**src/fetch_pkg.sv**
```systemverilog
/*
 * Fetch front end package.
 * Line geometry, queue sizing, slot and packet structs, JAL decode helpers.
 */

package fetch_pkg;

  // line geometry
  localparam int fetch_width = 4;
  localparam int line_bits = 32 * fetch_width;
  localparam int slot_bits = $clog2(fetch_width);
  // byte offset bits inside one line
  localparam int line_off_bits = slot_bits + 2;

  // instruction memory, 64 lines of 16 bytes
  localparam int imem_lines = 64;
  localparam int line_index_bits = $clog2(imem_lines);

  // fetch queue sizing
  localparam int queue_depth = 4;
  localparam int queue_ptr_bits = $clog2(queue_depth);
  localparam int queue_cnt_bits = $clog2(queue_depth + 1);

  localparam logic [6:0] rv32_op_jal = 7'b1101111;

  // one instruction slot
  typedef struct packed {
    logic        valid;
    logic [31:0] pc;
    logic [31:0] inst;
  } fb_entry_t;

  // one fetched line, slot 0 at the lowest address
  typedef struct packed {
    fb_entry_t [fetch_width-1:0] slot;
  } fetch_packet_t;

  // sign-extended J-type immediate
  function automatic logic [31:0] jal_imm(input logic [31:0] inst);
    return {{12{inst[31]}}, inst[19:12], inst[20], inst[30:21], 1'b0};
  endfunction

  function automatic logic is_jal(input logic [31:0] inst);
    return inst[6:0] == rv32_op_jal;
  endfunction

endpackage

```
**src/fetch_queue.sv**
```systemverilog
/*
 * Fetch queue.
 * Circular FIFO of any packed payload with flush and an early stall level
 * that leaves one spare entry for the packet already in flight.
 */

`timescale 1ns/1ps

module fetch_queue import fetch_pkg::*; #(
  parameter type entry_t = fetch_packet_t
) (
  input  logic   clock,
  input  logic   reset,
  input  logic   flush,
  input  logic   push,
  input  entry_t push_data,
  input  logic   pop,
  output entry_t head,
  output logic   not_empty,
  output logic   stall
);

  entry_t buffer [queue_depth];

  logic [queue_ptr_bits-1:0] rd_ptr;
  logic [queue_ptr_bits-1:0] wr_ptr;
  logic [queue_cnt_bits-1:0] count;
  logic                      push_en;
  logic                      pop_en;

  function automatic logic [queue_ptr_bits-1:0] ptr_inc(input logic [queue_ptr_bits-1:0] p);
    return (int'(p) == queue_depth - 1) ? '0 : p + 1'b1;
  endfunction

  assign push_en = push & ~flush;
  assign pop_en = pop & ~flush;

  // payload storage
  always_ff @(posedge clock) begin
    if (push_en) begin
      buffer[wr_ptr] <= push_data;
    end
  end

  always_ff @(posedge clock) begin
    if (reset || flush) begin
      rd_ptr <= '0;
      wr_ptr <= '0;
      count  <= '0;
    end else begin
      if (push_en) begin
        wr_ptr <= ptr_inc(wr_ptr);
      end
      if (pop_en) begin
        rd_ptr <= ptr_inc(rd_ptr);
      end
      case ({push_en, pop_en})
        2'b10:   count <= count + 1'b1;
        2'b01:   count <= count - 1'b1;
        default: count <= count;
      endcase
    end
  end

  assign head = buffer[rd_ptr];
  assign not_empty = (count != '0);
  // raised one entry early
  assign stall = (int'(count) >= queue_depth - 1);

  a_no_overflow: assert property (@(posedge clock) disable iff (reset)
    push_en |-> int'(count) < queue_depth);

  a_no_underflow: assert property (@(posedge clock) disable iff (reset)
    pop_en |-> not_empty);

endmodule

```
**config.mk**
```make
export PLATFORM = sky130hd
export DESIGN_NAME = fetch_queue
export DESIGN_NICKNAME = d
export VERILOG_FILES = /design/src/fetch_pkg.sv /design/src/fetch_queue.sv
export SDC_FILE = /design/constraint.sdc
export NUM_CORES = 1
export LEC_CHECK = 0
export BUFFER_PORTS_ARGS = -buffer_cell sky130_fd_sc_hd__buf_2
export CAP_MARGIN = 20
export CORE_ASPECT_RATIO = 1.25
export CORE_UTILIZATION = 60
export DETAILED_ROUTE_END_ITERATION = 16
export HOLD_SLACK_MARGIN = 0.12
export PLACE_DENSITY = 0.87
export SLEW_MARGIN = 20
export SYNTH_ARGS = -nofsm -noshare
export SYNTH_HDL_FRONTEND = slang
export SYNTH_SLANG_ARGS = --single-unit
```
**constraint.sdc**
```tcl
create_clock -name clock -period 14.53 [get_ports clock]
set_input_delay 1.453 -clock clock [delete_from_list [all_inputs] [get_ports clock]]
set_output_delay 1.453 -clock clock [all_outputs]
set_load 0.02 [all_outputs]
```
# Word level (Yosys, flattened, before mapping)
# Memory sizes are Yosys's and may differ from the RTL's. A register that Yosys moved wholly into a read port is not among the register bits.
# Index checks and enable logic that the tools add are counted.
# totals
n_memories,1
mem_bits_rw,1040
in_bits,265
elab_cells,26
output_inout_bits,262
register_bits,7
# classes
bitwise_logic,3
reduce_logical,3
n_eq_ne,4
mux,7
addsub,4
magnitude_cmp,1
# mem_list
name,words,width,read_ports,rd_ports_with_merged_regs,write_ports,line,rtl
buffer,4,260,1,1,1,fetch_queue.sv:23,entry_t buffer [queue_depth];
# op_table
cell,count
$mux W2,4
$eq A2 B1 Y1 const B,3
$pmux W3 S2,1
$add A2 B1 Y2 const B,2
$add A3 B1 Y3 const B,1
$ge A3 B2 Y1 const B,1
$reduce_bool A3 Y1,1
$sub A3 B1 Y3 const B,1
$and A1 B1 Y1,2
$eq A2 B2 Y1 const B,1
$mux W1,2
$reduce_bool A2 Y1,1
$logic_or A1 B1 Y1,1
$not A1 Y1,1

# Longest topological paths before layout
# depth
word_depth,4
depth_mapped,9
ltp_nobuf,9

# Least setup slack after synthesis
# OpenSTA, ideal clock, no wires.
# synth_timing
path_type,input to register
from,input push
to,"memory buffer[0][0] in the netlist's numbering, enable pin"
required_time_ns,13.876
path_buffers,0
path_slack_ns,6.276
arrival_ns,7.600
path_stages,3
setup_ns,0.654
path_cell_list,inv_1 -> nor2_1 -> and2_1
# synth_between
elab_chain_len,3
# synth_lines
element,line,rtl
from (decl),fetch_queue.sv:15,"input logic push,"
$and A1 B1 Y1,fetch_queue.sv:35,assign push_en = push & ~flush;
$mux W1,fetch_queue.sv:40,if (push_en) begin
$mux W1 (not written as such),fetch_queue.sv:41,buffer[wr_ptr] <= push_data;
to (decl),fetch_queue.sv:23,
# No other way between the ends.

==> results by group <==
Logic synthesis
  • Dominant cell type by area after synthesis: edfxtp_1
  • Mapped Avg Cell Area: 26.9 um^2
  • YS warnings: 0
  • Mapped Cells: 1411
  • Flops & latches, synth: 1049
  • Post-synth cell types: 19
  • Post-synthesis sequential area ratio: 82.7%
  • Area of the mapped netlist: 38000 um^2
  • Synth top area share: 82.2%
  • Syn Nets: 1683
  • Top cells by area, synth: edfxtp_1, mux4_2, buf_6

Pwr
  • Switching Fraction: 20.9%
  • Seq pwr share: 54.2%
  • Total Power: 6.27 mW
  • Pwr dens: 140 nW/um^2
  • Clk pwr share: 40.5%
  • Gate power share: 5.3%
  • Cell-internal power: 4.96 mW
  • Max VDD drop: 0.130 mV
  • Sw Pwr: 1.31 mW
  • LEAKAGE: 14.7 nW

Setup path
  • CP Buf/Inv Count: 3
  • R2r startpoint: wr_ptr[0]
  • CP Max Fanout: 54
  • Setup crit start kind: flop
  • Crit path kind: flop to output port
  • Cell Chain, Critical Path: buf_4 > buf_6 > mux4_2 > buf_2
  • Critical path depth in cells: 4
  • Reg2Reg Depth: 6
  • CP top delay family: buffers and inverters
  • Slowest stage delay, CP: 0.96 ns
  • Required time worst endpoint: 13.08 ns
  • Slowest CP cell: dfxtp_4
  • Crit. End Element: output port
  • Arr. time, crit path: 4.11 ns

Route
  • Routed Antenna Nets: 0
  • Routed WL per cell: 30.1 um
  • DRT Pass-1 Iters: 5
  • # DRC: 0
  • Vias: 17900
  • Final WL: 88500 um
  • Via-to-Cell Ratio: 6.11
  • Drt first-iter violations: 1562

STA
  • RSZ-0062 raised after global routing: no
  • Worst-Margin Slew: 1.15 ns
  • Clock Skews: 0.0209 ns
  • Crit share post-route: 38.3%
  • Fmax: 0.180 GHz
  • Worst hold slack: 0.533 ns
  • Tmin final: 5.56 ns
  • Final Hold Vio Count: 0
  • Setup Viol. Count Final: 0
  • Final Max Slew Viols: 0
  • TNS Setup: 0 ns
  • Slew headroom: 23.6%

Cells and area
  • Post-layout net count: 2264
  • Filler cell count: 3389
  • Area delta synth->final: 17.7%
  • Multi-input logic area: 6120 um^2
  • Post-layout instance count excluding filler cells: 2938
  • Register area: 31400 um^2
  • Share of cells above drive strength 1: 45.7%

Min path
  • Worst hold path class: flop to flop
  • Hold Crit Depth: 2
  • Min-delay src: count[2]

Floorplan
  • IO Pins: 527
  • Initial Utilization: 61.0%
  • Die Height: 283 um
  • Standard-cell rows: 102
  • Total core area: 62300 um^2
  • Die Wd: 227 um
  • Die ar.: 64300 um^2

Clock tree
  • Clock transition at path regs: 0.06 ns
  • CTS tree: done
  • Worst skew pair latency: 0.63 ns
  • CTS sink count: 1049
  • Num CTS Buffers: 93
  • Max Buffers Root-to-Sink: 3
  • Cts repair resizes: 0
  • Setup Fix Bufs, Post-CTS: 0
  • H-tree levels: 3
  • Root buffer cell: clkbuf_16
  • Hold_buf cts: 0

Status
  • Status: finished clean

Placement
  • Routability cong.: 0.826
  • Detailed placer's ending HPWL: 49600 um
  • # placed instances: 2728
  • IO Port Bufs: 526

Global routing
  • Largest net degree at the start of global routing: 162
  • Vias in the first global route: 19400
  • Initial antenna violation count: 44
  • Tot GR Track Use: 27.7%
  • Global-route wire length before repair: 126000 um
  • Overflow after GRT: 0

Flow run
  • Max Cap Violations: 0
[power groups by stage]
stage          Sequential, mW  Combinational (mW)  Clock [mW]
2_1_floorplan            3.46               0.188           0
3_3_place_gp             3.46               0.314           0
3_5_place_dp             3.46               0.327           0
4_1_cts                  3.40               0.337        2.56
5_1_grt                  3.40               0.352        2.66
6_report                 3.40               0.335        2.54
[metrics by stage]
| step | utilization [%] | area, um^2 | setup WS, ns |
|---|---|---|---|
| global placement | 66.5 | 41400 | 9.20 |
| CTS | 71.6 | 44600 | 8.52 |
| global route | 71.7 | 44700 | 8.60 |
| floorplan | - | 38000 | 6.28 |
| finish | 71.8 | 44700 | 8.97 |
| detailed placement | 66.5 | 41400 | 9.22 |
[path summary, 6_finish.rpt]
kind	to	slack, ns
worst max-delay path	head[30]	8.97
worst min-delay path	count[2]	0.53
worst max register to register	buffer[2][14]	10.93
worst min register to register	count[2]	0.53
[cell families (layout without fill, tap and decap cells)]
logic type / Yosys count / in the layout / synth area share, %
other cells: 0 / 37 / 0
compound gates: 6 / 6 / 0.0856
mux: 262 / 262 / 15.5
fa+ha+maj: 7 / 7 / 0.250
simple gates: 18 / 18 / 0.244
buf+inv: 67 / 725 / 1.21
xor+xnor: 2 / 2 / 0.0461
flops: 1049 / 1049 / 82.7
[state kept, by name, indices dropped and copies added, names as in the netlist, named ones only]
signal,cells
wr_ptr,2
count,3
buffer,1040
rd_ptr,2
[tightest hold or removal path, delay by kind of cell (launching register included)]
family         cells  cell delay, ns
flip-flops         1            0.33
AO/OA/AOI/OAI      2            0.15
[routing by layer]
metal | part of all wire [%] | vias to the layer above | GRT usage [%]
met2 | 53 | 1044 | 47.3
met4 | 4.6 | 30 | 13.9
met5 | 0.22 | - | 0
met1 | 33 | 9292 | 31.9
li1 | - | 7336 | -
met3 | 9.1 | 243 | 7.69
[cell usage in the layout (no fill, tap or decap), drive strengths merged]
cell type and n:
fa 1, clkinv 42, dfxtp 9, or2 1
a21o 1, mux2i 2, xor2 2, mux4 260
diode 37, and2 4, a21oi 4, buf 545
or3 2, clkbuf 110, clkinvlp 3, inv 11
edfxtp 1040, bufinv 14, nor3b 2, o21ai 1
ha 6, nor2 9
[synth_stat cells]
cell type  instances
edfxtp_1        1040
and2_1             4
a21oi_1            4
mux2i_1            2
nor2_1             9
nor3b_1            2
a21o_1             1
mux4_2           260
o21ai_0            1
clkbuf_1           9
xor2_1             2
or2_2              1
buf_6             23
dfxtp_1            9
fa_1               1
buf_2             27
ha_1               6
or3_1              2
inv_1              8
[layout make-up]
type	instances	share of cell area, %
Sequential cell	1049	70.3
Multi-Input combinational cell	295	13.7
Timing Repair Buffer	545	6.35
Clock buffer	110	5.45
Tap cell	832	2.33
Clock inverter	62	1.60
Antenna cell	37	0.207
Inverter	8	0.0672
Note: power is estimated with default switching activity, not from simulation.
