[src/fetch_pkg.sv]
/*
 * Fetch front end package.
 * Line geometry, queue sizing, slot and packet structs, JAL decode helpers.
 */

package fetch_pkg;

  // line geometry
  localparam int fetch_width = 4;
  localparam int line_bits = 32 * fetch_width;
  localparam int slot_bits = $clog2(fetch_width);
  // byte offset bits inside one line
  localparam int line_off_bits = slot_bits + 2;

  // instruction memory, 64 lines of 16 bytes
  localparam int imem_lines = 64;
  localparam int line_index_bits = $clog2(imem_lines);

  // fetch queue sizing
  localparam int queue_depth = 4;
  localparam int queue_ptr_bits = $clog2(queue_depth);
  localparam int queue_cnt_bits = $clog2(queue_depth + 1);

  localparam logic [6:0] rv32_op_jal = 7'b1101111;

  // one instruction slot
  typedef struct packed {
    logic        valid;
    logic [31:0] pc;
    logic [31:0] inst;
  } fb_entry_t;

  // one fetched line, slot 0 at the lowest address
  typedef struct packed {
    fb_entry_t [fetch_width-1:0] slot;
  } fetch_packet_t;

  // sign-extended J-type immediate
  function automatic logic [31:0] jal_imm(input logic [31:0] inst);
    return {{12{inst[31]}}, inst[19:12], inst[20], inst[30:21], 1'b0};
  endfunction

  function automatic logic is_jal(input logic [31:0] inst);
    return inst[6:0] == rv32_op_jal;
  endfunction

endpackage

[src/inst_align.sv]
/*
 * Instruction aligner.
 * Walks the live slots of the queue head and issues one per cycle
 * to decode, popping the head after its last live slot is taken.
 */

`timescale 1ns/1ps

module inst_align import fetch_pkg::*; (
  input  logic          clock,
  input  logic          reset,
  input  logic          flush,
  input  fetch_packet_t head,
  input  logic          not_empty,
  output logic          pop,
  output fb_entry_t     inst_out,
  output logic          inst_out_valid,
  input  logic          decode_ready
);

  logic [slot_bits-1:0] idx;
  logic [slot_bits-1:0] sel;
  logic                 found;
  logic                 more;
  logic                 take;

  // lowest live slot at or above idx, and whether another follows it
  always_comb begin
    found = 1'b0;
    more  = 1'b0;
    sel   = '0;
    for (int i = 0; i < fetch_width; i++) begin
      if (i >= int'(idx) && head.slot[i].valid) begin
        if (!found) begin
          found = 1'b1;
          sel   = slot_bits'(i);
        end else begin
          more = 1'b1;
        end
      end
    end
  end

  assign inst_out = head.slot[sel];
  assign inst_out_valid = not_empty & found & ~flush;
  assign take = inst_out_valid & decode_ready;
  assign pop = take & ~more;

  always_ff @(posedge clock) begin
    if (reset || flush) begin
      idx <= '0;
    end else if (pop) begin
      idx <= '0;
    end else if (take) begin
      idx <= sel + 1'b1;
    end
  end

  // held instruction must not change under back-pressure
  a_hold_stable: assert property (@(posedge clock) disable iff (reset || flush)
    inst_out_valid && !decode_ready |=> $stable(inst_out) && inst_out_valid);

endmodule

[config.mk]
export PLATFORM = sky130hd
export DESIGN_NAME = inst_align
export DESIGN_NICKNAME = d
export VERILOG_FILES = /design/src/fetch_pkg.sv /design/src/inst_align.sv
export SDC_FILE = /design/constraint.sdc
export NUM_CORES = 1
export LEC_CHECK = 0
export BUFFER_PORTS_ARGS = -buffer_cell sky130_fd_sc_hd__buf_2
export CAP_MARGIN = 20
export CORE_AREA = 3 3 127 129
export DETAILED_ROUTE_END_ITERATION = 12
export DIE_AREA = 0 0 130 132
export SLEW_MARGIN = 20
export SYNTH_ARGS = -nofsm -noshare
export SYNTH_HDL_FRONTEND = slang
export SYNTH_SLANG_ARGS = --single-unit
[constraint.sdc]
create_clock -name clock -period 2.78 [get_ports clock]
set_clock_uncertainty 0.15 [all_clocks]
set_input_delay 0.556 -clock clock [delete_from_list [all_inputs] [get_ports clock]]
set_output_delay 0.556 -clock clock [all_outputs]
set_load 0.03 [all_outputs]
# ---- Word-level counts from Yosys, hierarchy flattened
# Cells that the tools add are included.
dict set report totals {
  elab_cells 35
  out_inout_bits 67
  input_bits 265
  ff_bits 2
}
dict set report op_classes {
  reduce_logical 5
  n_bitwise 6
  muxes 18
  n_lt_le_gt_ge 4
  add_sub_neg 1
}
# operator count
set op_table {}
lappend op_table {{65-bit binary-select mux with 2-bit select} 1}
lappend op_table {{65-bit 2-to-1 mux} 1}
lappend op_table {{1-bit 2-to-1 mux} 12}
lappend op_table {{2-bit 2-to-1 mux} 4}
lappend op_table {{1-bit bitwise AND} 4}
lappend op_table {{1-bit by 2-bit >= comparator with 1-bit output (first input constant)} 2}
lappend op_table {{1-bit logical AND} 3}
lappend op_table {{2-bit by 3-bit less-than comparator with 1-bit output (second input constant)} 1}
lappend op_table {{2-bit by 1-bit adder with 2-bit output (second input constant)} 1}
lappend op_table {{2-bit >= comparator (first input constant)} 1}
lappend op_table {{1-bit inverter} 2}
lappend op_table {{2-bit OR reduction} 1}
lappend op_table {{1-bit logical OR} 1}

# ---- Logic depth before layout (Yosys ltp)
dict set report logic_depth {
  word_depth 12
  ltp_mapped 7
}

# ---- Worst setup path before layout
# OpenSTA, ideal clock, no wires.
dict set report synth_path {
  path_type {input -> output}
  from {input head[194] in the netlist's numbering}
  to {output pop}
  path_slack_ps -7
  stages 5
  n_path_buf 1
  arrival_ps 2081
  path_cell_list {clkbuf_2 > or2_2 > a21oi_1 > a211oi_1 > nor3b_1}
}
dict set report synth_via {
  elab_chain_cells 7
}
# item line
set synth_lines {}
lappend synth_lines {{from (decl)} inst_align.sv:13} ;# input fetch_packet_t head,
lappend synth_lines {{1-bit logical AND *} inst_align.sv:33} ;# if (i >= int'(idx) && head.slot[i].valid) begin
lappend synth_lines {{1-bit 2-to-1 mux (2 in a row)} inst_align.sv:33}
lappend synth_lines {{1-bit bitwise AND (2 in a row)} inst_align.sv:45} ;# assign inst_out_valid = not_empty & found & ~flush;
lappend synth_lines {{1-bit bitwise AND} inst_align.sv:46} ;# assign take = inst_out_valid & decode_ready;
lappend synth_lines {{1-bit bitwise AND *} inst_align.sv:47} ;# assign pop = take & ~more;
lappend synth_lines {{to (decl)} inst_align.sv:15} ;# output logic pop,
# Mark *: on every way between the ends. The rest lies on a longest branch, timed or not.

==> flow_summary_export.csv <==
group,metric,value,unit
status,outcome,"finished, violations left",
status,violations,"negative setup slack",
setup_path,rr_endpoint,"idx[1]",
die,io_pins,332,
job,drv_cap,0,
timing,hold_violations,0,
timing,fin_crit,2850,ps
detailed_routing,drt-initial-drc-count,51,
detailed_routing,vias,2918,
cts,cts-root-buf,"clkbuf_16",
pwr,ir_drop,0.246,mV
final_layout,nNetsFinal,740,
setup_path,rr_worst_depth,5,
final_layout,final_area,4460,µm²
setup_path,end_kind,"primary output",
setup_path,path_class,"in -> out",
yosys,syn-num-nets,388,
global_routing,gr-total-overflow,0,
die,core,15100,µm²
pwr,p_clk_frac,0.165,
timing,worst_slew_pin_slew,409,ps
min_path,hp-class,"in -> reg",
pwr,swShare,0.414,
cts,cts.sinks,2,
place,place_area,3900,µm²
setup_path,slowest_delay,540,ps
timing,slew_violations,0,
pwr,p_leak,2.22,nW
final_layout,largest_register,"idx",
global_routing,grtUsageTotal,0.128,
detailed_routing,routed_via_density,4.41,
setup_path,crit_start,"head[259]",
cts,clk_latency,230,ps
setup_path,r2r_slack,1100,ps
yosys,async_flop_share,0,
yosys,yosys_warnings,0,
pwr,p_int,0.795,mW
setup_path,crit_path_start_kind,"input pin",
yosys,yosys_most_used_dff,"dfxtp_1",
detailed_routing,wl_per_cell,18.3,µm
setup_path,path_common_cell,"buf_12",
pwr,seqPwrFrac,0.022,
timing,fmax,351,MHz
cts,clk_pin_slew_worst_paths,30,ps
final_layout,largest_reg_flops,2,
setup_path,cp_num_buf_inv,5,
detailed_routing,routed_wirelength,12100,µm
setup_path,cp_max_fo,7,
setup_path,cp_top_family,"buffers and inverters",
die,start_util,0.128,
yosys,syn_area_per_cell,15.7,µm²
yosys,ys_ff_latch,2,
setup_path,crit_chain,"buf_2, a21boi_2, o22ai_4, buf_12, buf_12, buf_12, mux4_2, buf_6",
final_layout,area_growth,131,%
final_layout,num-fill-cells,1579,
cts,cts_made_buffers,3,
timing,rsz0062_at_grt,"yes",
timing,fin_crit_sh,1.02,
pwr,power_frac_comb,0.813,
global_routing,antenna_found_initial,3,
setup_path,cpMaxStageDelayCell,"mux4_2",
final_layout,finish.utilization,0.294,
detailed_routing,drc,0,
cts,cts_tree,"done",
final_layout,drive_above_1_share,0.932,
yosys,syn-instance-count,123,
setup_path,r2r_start,"idx[1]",
cts,cts.path.max_buffers,2,
setup_path,worstPathRequired,2070,ps
die,die_x,130,µm
place,pre_cts_ws,-111,ps
global_routing,grt_pass1_vias,3235,
setup_path,crit_arrival,2140,ps
place,port_buffers,331,
pwr,p_sw,0.561,mW
detailed_routing,antenna_left,0,
yosys,ys_types,34,
min_path,holdPathStages,2,
timing,whs,384,ps
die,rows,45,
setup_path,crit_cells,8,
pwr,powerDensity,304,nW/µm²
timing,relSlewSlack,0.726,
die,die_y,132,µm
timing,setup_slack,-67.4,ps
place,place_congestion,0.879,
detailed_routing,drtPass1Iterations,4,
setup_path,critPathCapture,"inst_out[21]",
cts,htree_levels,1,
timing,setup_viol,50,
global_routing,grt_pass1_wl,17100,µm
global_routing,grt_max_degree,35,
yosys,syn_area,1930,µm²
yosys,ys_seq_area_frac,0.0207,
yosys,synth_edf_count,0,
place,dp_hpwl,10600,µm
die,die_area,17200,µm²
final_layout,top_regs,"idx: 2 flops",
-- layer usage --
layer,global-route usage,part of all wire,up-vias
li1,-,-,1285
met1,0.141,0.36,1401
met2,0.246,0.53,210
met3,0.0296,0.094,18
met4,0.0242,0.015,4
met5,0,0.0021,-
-- cell type report --
type                            count  area, µm²  area share
Tap cell                          188        235      0.0527
Antenna cell                        1       2.50    0.000561
Multi-Input combinational cell    101       1720       0.385
Timing Repair Buffer              364       2370       0.532
Clock buffer                        3       75.1      0.0168
Sequential cell                     2       43.8     0.00982
Inverter                            3       13.8     0.00309
-- cell usage in the layout, fill, tap and decap left out, drive strengths merged --
| cell | count |
|---|---|
| o32a | 1 |
| or2 | 1 |
| inv | 3 |
| and2 | 1 |
| a211oi | 2 |
| clkbuf | 3 |
| buf | 364 |
| nand2b | 1 |
| nor3b | 1 |
| a21oi | 3 |
| a31oi | 3 |
| nor2 | 3 |
| nand2 | 2 |
| or3 | 1 |
| nor2b | 1 |
| o22ai | 1 |
| a21o | 1 |
| dfxtp | 2 |
| a211o | 1 |
| mux2i | 1 |
| a21boi | 1 |
| diode | 1 |
| o21bai | 1 |
| o21ai | 6 |
| o221ai | 1 |
| mux4 | 64 |
| a2111oi | 2 |
| and2b | 2 |
-- cell usage after synthesis, types with 2 or more instances --
cell	instances	area share
mux4_2	63	0.73
buf_2	8	0.021
buf_12	6	0.062
o21ai_0	5	0.013
a31oi_1	3	0.0097
nor2_1	3	0.0058
a2111oi_0	2	0.0091
a211oi_1	2	0.0078
a21oi_1	2	0.0052
buf_6	2	0.012
dfxtp_1	2	0.021
inv_1	2	0.0039
nand2_1	2	0.0039
-- power groups by stage --
stage	Sequential (mW)	Clock (mW)	Combinational, mW
detailed placement	0.0310	0	0.935
global placement	0.0310	0	0.921
global route	0.0298	0.230	1.16
floorplan	0.0301	0	0.580
CTS	0.0307	0.228	1.12
finish	0.0298	0.224	1.10
-- stage by stage --
stage / power, mW / cells / setup TNS (ps)
2_1_floorplan: 0.610 / 123 / 0
3_3_place_gp: 0.952 / 648 / -1340
3_5_place_dp: 0.966 / 648 / -2490
4_1_cts: 1.38 / 659 / -3880
5_1_grt: 1.42 / 662 / -5690
6_report: 1.36 / 662 / -1850
-- worst min-delay path by stage --
stage,from,endpoint,slack (ps)
floorplan,flush,idx[0],490
global placement,reset,idx[0],630
detailed placement,reset,idx[0],620
CTS,reset,idx[0],380
global route,reset,idx[0],410
finish,reset,idx[0],380
-- cells by family after synthesis --
logic type | synth area share
compound gates | 0.0848
buf+inv | 0.103
flops | 0.0207
mux | 0.753
simple gates | 0.0388
-- repair_timing --
item                                    4_1_cts  5_1_grt
pin swaps                                     1        1
buffers inserted                              5        3
endpoints found under the setup margin       62       63
hold endpoints to repair                      0        0
gates cloned                                  3        0
resized for setup                           115        3
hold buffers                                  0        0
(Power assumes the default switching activity.)
