**src/fetch_pkg.sv**
```systemverilog
/*
 * Fetch front end package.
 * Line geometry, queue sizing, slot and packet structs, JAL decode helpers.
 */

package fetch_pkg;

  // line geometry
  localparam int fetch_width = 4;
  localparam int line_bits = 32 * fetch_width;
  localparam int slot_bits = $clog2(fetch_width);
  // byte offset bits inside one line
  localparam int line_off_bits = slot_bits + 2;

  // instruction memory, 64 lines of 16 bytes
  localparam int imem_lines = 64;
  localparam int line_index_bits = $clog2(imem_lines);

  // fetch queue sizing
  localparam int queue_depth = 4;
  localparam int queue_ptr_bits = $clog2(queue_depth);
  localparam int queue_cnt_bits = $clog2(queue_depth + 1);

  localparam logic [6:0] rv32_op_jal = 7'b1101111;

  // one instruction slot
  typedef struct packed {
    logic        valid;
    logic [31:0] pc;
    logic [31:0] inst;
  } fb_entry_t;

  // one fetched line, slot 0 at the lowest address
  typedef struct packed {
    fb_entry_t [fetch_width-1:0] slot;
  } fetch_packet_t;

  // sign-extended J-type immediate
  function automatic logic [31:0] jal_imm(input logic [31:0] inst);
    return {{12{inst[31]}}, inst[19:12], inst[20], inst[30:21], 1'b0};
  endfunction

  function automatic logic is_jal(input logic [31:0] inst);
    return inst[6:0] == rv32_op_jal;
  endfunction

endpackage

```
**src/inst_fetch.sv**
```systemverilog
/*
 * Instruction fetch.
 * Holds the pc, marks live slots of each line and predicts the next pc
 * from the first live JAL or the sequential line.
 */

`timescale 1ns/1ps

module inst_fetch import fetch_pkg::*; (
  input  logic                 clock,
  input  logic                 reset,
  // takes effect one cycle late, queue keeps a spare slot
  input  logic                 stall,
  input  logic                 branch_taken,
  input  logic [31:0]          branch_pc,
  output logic [31:0]          icache_addr,
  input  logic [line_bits-1:0] icache_data,
  input  logic                 icache_data_valid,
  output fetch_packet_t        packet,
  output logic                 packet_valid
);

  logic [31:0]            pc;
  logic [31:0]            pc_aligned;
  logic [slot_bits-1:0]   pc_offset;
  logic [31:0]            pc_predicted;
  logic [fetch_width-1:0] live;
  logic [fetch_width-1:0] slot_jal;

  assign pc_aligned = {pc[31:line_off_bits], {line_off_bits{1'b0}}};
  assign pc_offset = pc[line_off_bits-1:2];
  assign icache_addr = pc_aligned;

  // redirect cycle never pushes
  assign packet_valid = icache_data_valid & ~stall & ~branch_taken;

  // live from the pc offset up to and including the first JAL
  always_comb begin
    logic blocked;
    blocked = 1'b0;
    for (int i = 0; i < fetch_width; i++) begin
      slot_jal[i] = is_jal(icache_data[i*32 +: 32]);
      live[i] = (i >= int'(pc_offset)) && !blocked;
      if (live[i] && slot_jal[i]) begin
        blocked = 1'b1;
      end
    end
  end

  always_comb begin
    for (int i = 0; i < fetch_width; i++) begin
      packet.slot[i].inst  = icache_data[i*32 +: 32];
      packet.slot[i].pc    = pc_aligned + 32'(i * 4);
      packet.slot[i].valid = packet_valid & live[i];
    end
  end

  // at most one live JAL per line, so the loop order does not matter
  always_comb begin
    pc_predicted = pc_aligned + 32'(fetch_width * 4);
    for (int i = 0; i < fetch_width; i++) begin
      if (live[i] && slot_jal[i]) begin
        pc_predicted = packet.slot[i].pc + jal_imm(packet.slot[i].inst);
      end
    end
  end

  always_ff @(posedge clock) begin
    if (reset) begin
      pc <= 32'h0;
    end else if (branch_taken) begin
      pc <= branch_pc;
    end else if (packet_valid) begin
      pc <= pc_predicted;
    end
  end

  // a new line address must not see the old line as valid
  a_no_stale_line: assert property (@(posedge clock) disable iff (reset)
    icache_addr != $past(icache_addr) |-> !icache_data_valid);

endmodule

```
**config.mk**
```make
export PLATFORM = sky130hd
export DESIGN_NAME = inst_fetch
export DESIGN_NICKNAME = d
export VERILOG_FILES = /design/src/fetch_pkg.sv /design/src/inst_fetch.sv
export SDC_FILE = /design/constraint.sdc
export NUM_CORES = 1
export LEC_CHECK = 0
export BUFFER_PORTS_ARGS = -buffer_cell sky130_fd_sc_hd__buf_2
export CAP_MARGIN = 20
export CORE_AREA = 5 5 176 178
export CTS_CLUSTER_DIAMETER = 200
export DETAILED_ROUTE_END_ITERATION = 8
export DIE_AREA = 0 0 181 183
export PLACE_DENSITY = 0.67
export SYNTH_ARGS = -nofsm -noshare
export SYNTH_HDL_FRONTEND = slang
export SYNTH_SLANG_ARGS = --single-unit
```
**constraint.sdc**
```tcl
create_clock -name clock -period 5.25 [get_ports clock]
set_input_delay 0.7875 -clock clock [delete_from_list [all_inputs] [get_ports clock]]
set_output_delay 0.7875 -clock clock [all_outputs]
set_load 0.02 [all_outputs]
```
Yosys cells after proc, flatten, opt, wreduce, memory -nomap -nowiden
Cells that the tools add are included.
- register bits after elaboration: 32
- logic and storage cells: 43
- input bits: 165
- eq/ne operators: 4
- bitwise operators: 8
- muxes and demuxes: 9
- order comparisons: 3
- reductions and logical operators: 10
- add/subtract/negate cells: 8
- operators with widths (operator ; number):
    $mux W32 ; 6
    $add A32 B32 Y32 ; 4
    $add A32 B4 Y32 const B ; 2
    $add A32 B3 Y32 const B ; 1
    $add A32 B5 Y32 const B ; 1
    $eq A7 B7 Y1 const B ; 4
    $and A1 B1 Y1 ; 6
    $logic_and A1 B1 Y1 ; 6
    $ge A1 B2 Y1 const A ; 2
    $logic_not A1 Y1 ; 3
    $mux W1 ; 3
    $ge A2 B2 Y1 const A ; 1
    $not A1 Y1 ; 2
    $reduce_bool A2 Y1 ; 1

Longest topological paths before layout
- word-level depth: 16
- gate-level depth with buffers: 17
- depth with buffers taken out: 16

Least setup slack after synthesis
No wires, ideal clock.
- path kind: input to register
- start point: input icache_data[4]
- end point: register pc[30]
- arrival time: 4.274 ns
- cell stages on the path: 16
- library setup time: 0.121 ns
- slack: 0.855 ns
- cells stage by stage: nand4b_4 -> nor3_1 -> clkbuf_1 -> clkbuf_1 -> nand2_1 -> fa_1 -> nand2b_1 -> a21oi_1 -> o221ai_1 -> o31ai_2 -> o21ai_2 -> o41ai_1 -> o221ai_1 -> xnor2_1 -> o221ai_1 -> o21ai_1
- cells in the longest elaborated chain, start to end: 16
- elaborated cells on any way between the ends: 19
- those cells by class: eq/ne: 1; mux: 9; reduce/logical: 9
- RTL lines (what ; line ; RTL):
    start, declared ; inst_fetch.sv:17 ; input logic [line_bits-1:0] icache_data,
    $eq A7 B7 Y1 * ; fetch_pkg.sv:44 ; return inst[6:0] == rv32_op_jal;
    $logic_and A1 B1 Y1 * ; inst_fetch.sv:44, inst_fetch.sv:62 ;
    $mux W1 ; inst_fetch.sv:44 ; if (live[i] && slot_jal[i]) begin
    $logic_not A1 Y1 ; inst_fetch.sv:43 ; live[i] = (i >= int'(pc_offset)) && !blocked;
    $logic_and A1 B1 Y1 ; inst_fetch.sv:43 ;
    $logic_and A1 B1 Y1 ; inst_fetch.sv:44, inst_fetch.sv:62 ;
    $mux W1 ; inst_fetch.sv:44 ;
    $logic_not A1 Y1 ; inst_fetch.sv:43 ;
    $logic_and A1 B1 Y1 ; inst_fetch.sv:43 ;
    $logic_and A1 B1 Y1 ; inst_fetch.sv:44, inst_fetch.sv:62 ;
    $mux W1 ; inst_fetch.sv:44 ;
    $logic_not A1 Y1 ; inst_fetch.sv:43 ;
    $logic_and A1 B1 Y1 ; inst_fetch.sv:62 ; if (live[i] && slot_jal[i]) begin
    $mux W32 * ; inst_fetch.sv:62 ;
    $mux W32 * ; inst_fetch.sv:73 ; end else if (packet_valid) begin
    $mux W32 * ; inst_fetch.sv:71 ; end else if (branch_taken) begin
    end signal, assigned ; inst_fetch.sv:72 ; pc <= branch_pc;
    end signal, assigned ; inst_fetch.sv:74 ; pc <= pc_predicted;
    end, declared ; inst_fetch.sv:23 ; logic [31:0] pc;
Every way passes the cells marked *; elsewhere a longest branch is shown, timed or not. The select of a mux whose other input is x is not followed.
A chain may end at the register's enable or synchronous reset.

Worst setup path in the final report
Ends and elaborated chain as after synthesis.

==> flow_summary.ini <==
[worst_setup_path]
data_required_critical_path_ns = 5.42
crit_slowest_cell = sky130_fd_sc_hd__o31ai_2
r2r.worst_path.cells = 17
path_depth = 16
critPathCaptureType = flip-flop
worst_path_largest_cell_delay_ns = 0.50
worst-endpoint-arrival_ns = 4.64
worstPathBufferInverterCount = 2
critical-path-top-cell-by-count = sky130_fd_sc_hd__o221ai_1
crit_path_start_kind = input port
crit_path_cell_trace = buf_2 > nand4b_4 > nor3_2 > buf_4 > nand2_1 > fa_1 > nand2b_1 > a21oi_1 > o221ai_1 > o31ai_2 > o21ai_2 > o41ai_1 > o221ai_1 > xnor2_1 > o221ai_1 > o21ai_1
path_delay_family = compound AO/OA/AOI/OAI gates
cp_max_fo = 14
critPathKind = input port to flip-flop

[routing]
drc_errors = 0
drt-wirelength-per-cell_um = 19.9
dr.pass1.iters = 5
dr.first_iter.drc_count = 697
via_count = 9866
routed_wl_um = 36500
antenna_violating_nets_post_route = 0
average_via_count_per_standard_cell = 5.38

[sta]
max_slew_margin = 0.282
clock.fmax_mhz = 224
final_slew_viol_count = 0
final_hold_viol_count = 0
period_minus_slack_ns = 4.46
setup_viol = 0
setup_total_negative_slack_ns = 0
period_share = 0.850
clock-skew-final_ns = 0.00857
tightestPinTransition_ns = 1.07
grt_setup_unrepaired = false

[synthesis]
yosys.area.top_type = sky130_fd_sc_hd__buf_4
synth_seq_cells = 30
netlist_top_cells_area = sky130_fd_sc_hd__buf_4 22%, sky130_fd_sc_hd__ha_1 13%, sky130_fd_sc_hd__dfxtp_1 6.2%
synth-edff-count = 0
synth_top_flop_cell = sky130_fd_sc_hd__dfxtp_1
mean_instance_size_in_the_synthesized_netlist_um2 = 7.17
count_of_unique_library_cells_instantiated_by_yosys = 83
yosys.cell_count.top_type = sky130_fd_sc_hd__buf_4
netlist_top_cells_count = 288 x sky130_fd_sc_hd__buf_4, 110 x sky130_fd_sc_hd__a21oi_1, 99 x sky130_fd_sc_hd__ha_1
part_of_the_yosys_area_used_for_sequential_elements = 0.0622
synth.cell_area_um2 = 9660
yosys_warnings = 0
post-synth-top-area-fraction = 0.224
postSynth.asyncResetShare = 0
postSynthCellCount = 1348

[clock_tree]
cts_htree_levels = 2
cts_buffer_depth = 2
post_cts_hold_buffer_count = 0
post_cts.resized_instances = 0
cts.repair_timing.setup_buffer_count = 0
clock_transition_at_the_registers_of_the_reported_paths_ns = 0.06
clk-insertion-delay-late_ns = 0.29
clock_tree.root_cell = sky130_fd_sc_hd__clkbuf_16
clock_sinks = 30
cts_made_buffers = 5
cts_tree = done

[worst_hold_path]
hold_path_class = input port to flip-flop
whs_path_depth = 3

[cells_and_area]
max_flop_register = pc
final_layout_size_suffix_gt1_frac = 0.296
finish.net_count = 1709
layout-area-overhead-vs-synth_pct = 4.44
largest_register_ffs = 30
layout.filler_cells = 3149
layout.core_utilization = 0.345
layout_top_registers = pc (30)

[placement]
gpl.final_weighted_congestion = 0.970
port_buffers = 387
place_hpwl_um = 29300

[floorplan]
dieHeight_um = 183
fp.coreArea_um2 = 29200
die_area_um2 = 33100
rows = 63
initial_core_util = 0.330
design.portCount = 458
chipWidth_um = 181

[global_routing]
grt_start_max_net_pins = 40
grt.total_usage = 0.205
number_of_global_route_vias_before_repair = 9410
antenna_found_initial = 2
grt_first_pass_wirelength_um = 54100
globalRoute.totalOverflow = 0

[power_and_ir_drop]
irDropWorstVdd_mv = 0.0942
powerDensity_nw_per_um2 = 161
static-leakage-power_nw = 5.19

[run_status]
status = finished, final reports clean

[flow_run]
maxCapViolCount = 0
worst paths after layout:
check | start | endpoint | slack [ns]
hold reg to reg | pc[11]$_SDFFE_PP0P_ | pc[11]$_SDFFE_PP0P_ | 0.75
hold / removal | branch_pc[12] | pc[12]$_SDFFE_PP0P_ | 0.71
setup / recovery | icache_data[4] | pc[30]$_SDFFE_PP0P_ | 0.79
setup reg to reg | pc[2]$_SDFFE_PP0P_ | pc[30]$_SDFFE_PP0P_ | 0.93
per-layer routing:
layer	track usage	routed length, um
met1	0.266	15700
met2	0.355	17300
met3	0.0286	2510
met4	0.0609	1050
met5	0	25
layout by cell type, fill, tap and decap left out, types with 6 or more instances in the layout:
cell type,instances
sky130_fd_sc_hd__and2_1,20
sky130_fd_sc_hd__conb_1,20
sky130_fd_sc_hd__or3_1,6
sky130_fd_sc_hd__o21bai_1,8
sky130_fd_sc_hd__ha_1,99
sky130_fd_sc_hd__xor2_1,45
sky130_fd_sc_hd__nand2b_1,14
sky130_fd_sc_hd__nor2b_1,14
sky130_fd_sc_hd__a21o_1,39
sky130_fd_sc_hd__nor3_1,26
sky130_fd_sc_hd__o21a_1,23
sky130_fd_sc_hd__o31ai_1,7
sky130_fd_sc_hd__a221oi_1,9
sky130_fd_sc_hd__nor2_1,94
sky130_fd_sc_hd__a21oi_1,110
sky130_fd_sc_hd__buf_4,16
sky130_fd_sc_hd__a31oi_1,22
sky130_fd_sc_hd__mux2i_1,13
sky130_fd_sc_hd__and3_1,9
sky130_fd_sc_hd__o211ai_1,16
sky130_fd_sc_hd__o221ai_1,16
sky130_fd_sc_hd__o21ai_1,26
sky130_fd_sc_hd__a211oi_1,24
sky130_fd_sc_hd__dfxtp_1,30
sky130_fd_sc_hd__nand4_1,7
sky130_fd_sc_hd__o21ai_0,42
sky130_fd_sc_hd__xnor2_1,48
sky130_fd_sc_hd__a311oi_1,7
sky130_fd_sc_hd__nand3_1,23
sky130_fd_sc_hd__buf_2,387
sky130_fd_sc_hd__inv_1,35
sky130_fd_sc_hd__nand2_1,93
cell families after synthesis:
kind of cell,Yosys count,share of synthesized area
XOR/XNOR,93,0.0843
multiplexers,13,0.0135
other,2,0.000777
buffers and inverters,368,0.255
AO/OA/AOI/OAI,406,0.282
flip-flops,30,0.0622
adder cells (fa/ha/maj),101,0.132
AND/OR/NAND/NOR,335,0.170
layout make-up:
class	instances	area, um2	share of cell area
multi-input combinational	968	6680	0.662
clock buffer	7	133	0.0131
sequential	30	601	0.0595
timing repair buffer	403	2060	0.204
inverter	35	131	0.0130
antenna	1	2.50	0.000248
tap	390	488	0.0484
where the power goes:
| part | total (mW) | internal [mW] | leakage, nW | switching [mW] |
|---|---|---|---|---|
| registers | 0.300 | 0.244 | 0.248 | 0.0566 |
| logic | 1.02 | 0.391 | 4.88 | 0.633 |
| clock network | 0.301 | 0.174 | 0.0640 | 0.127 |
| total | 1.63 | 0.809 | 5.19 | 0.816 |
worst register-to-register path: cells and delay by family (launching register included):
kind	cells	cell delay [ns]
AOI/OAI and AO/OA	8	2.17
buffers and inverters	2	0.26
DFF	1	0.46
and+or+nand+nor	4	0.57
adders and majority gates	2	0.57
xor gates and xnor gates	1	0.18
per-stage QoR:
stage	hold WS [ns]	power [mW]	area, um2	cells	worst slack [ns]
finish	0.708	1.63	10100	1834	0.786
global route	0.723	1.74	10100	1833	0.413
CTS	0.700	1.62	10100	1833	0.812
detailed placement	0.737	1.32	9960	1826	0.523
global placement	0.722	1.31	9960	1826	0.569
floorplan	0.639	1.17	9730	1366	0.855
Note: power is estimated with default switching activity, not from simulation.
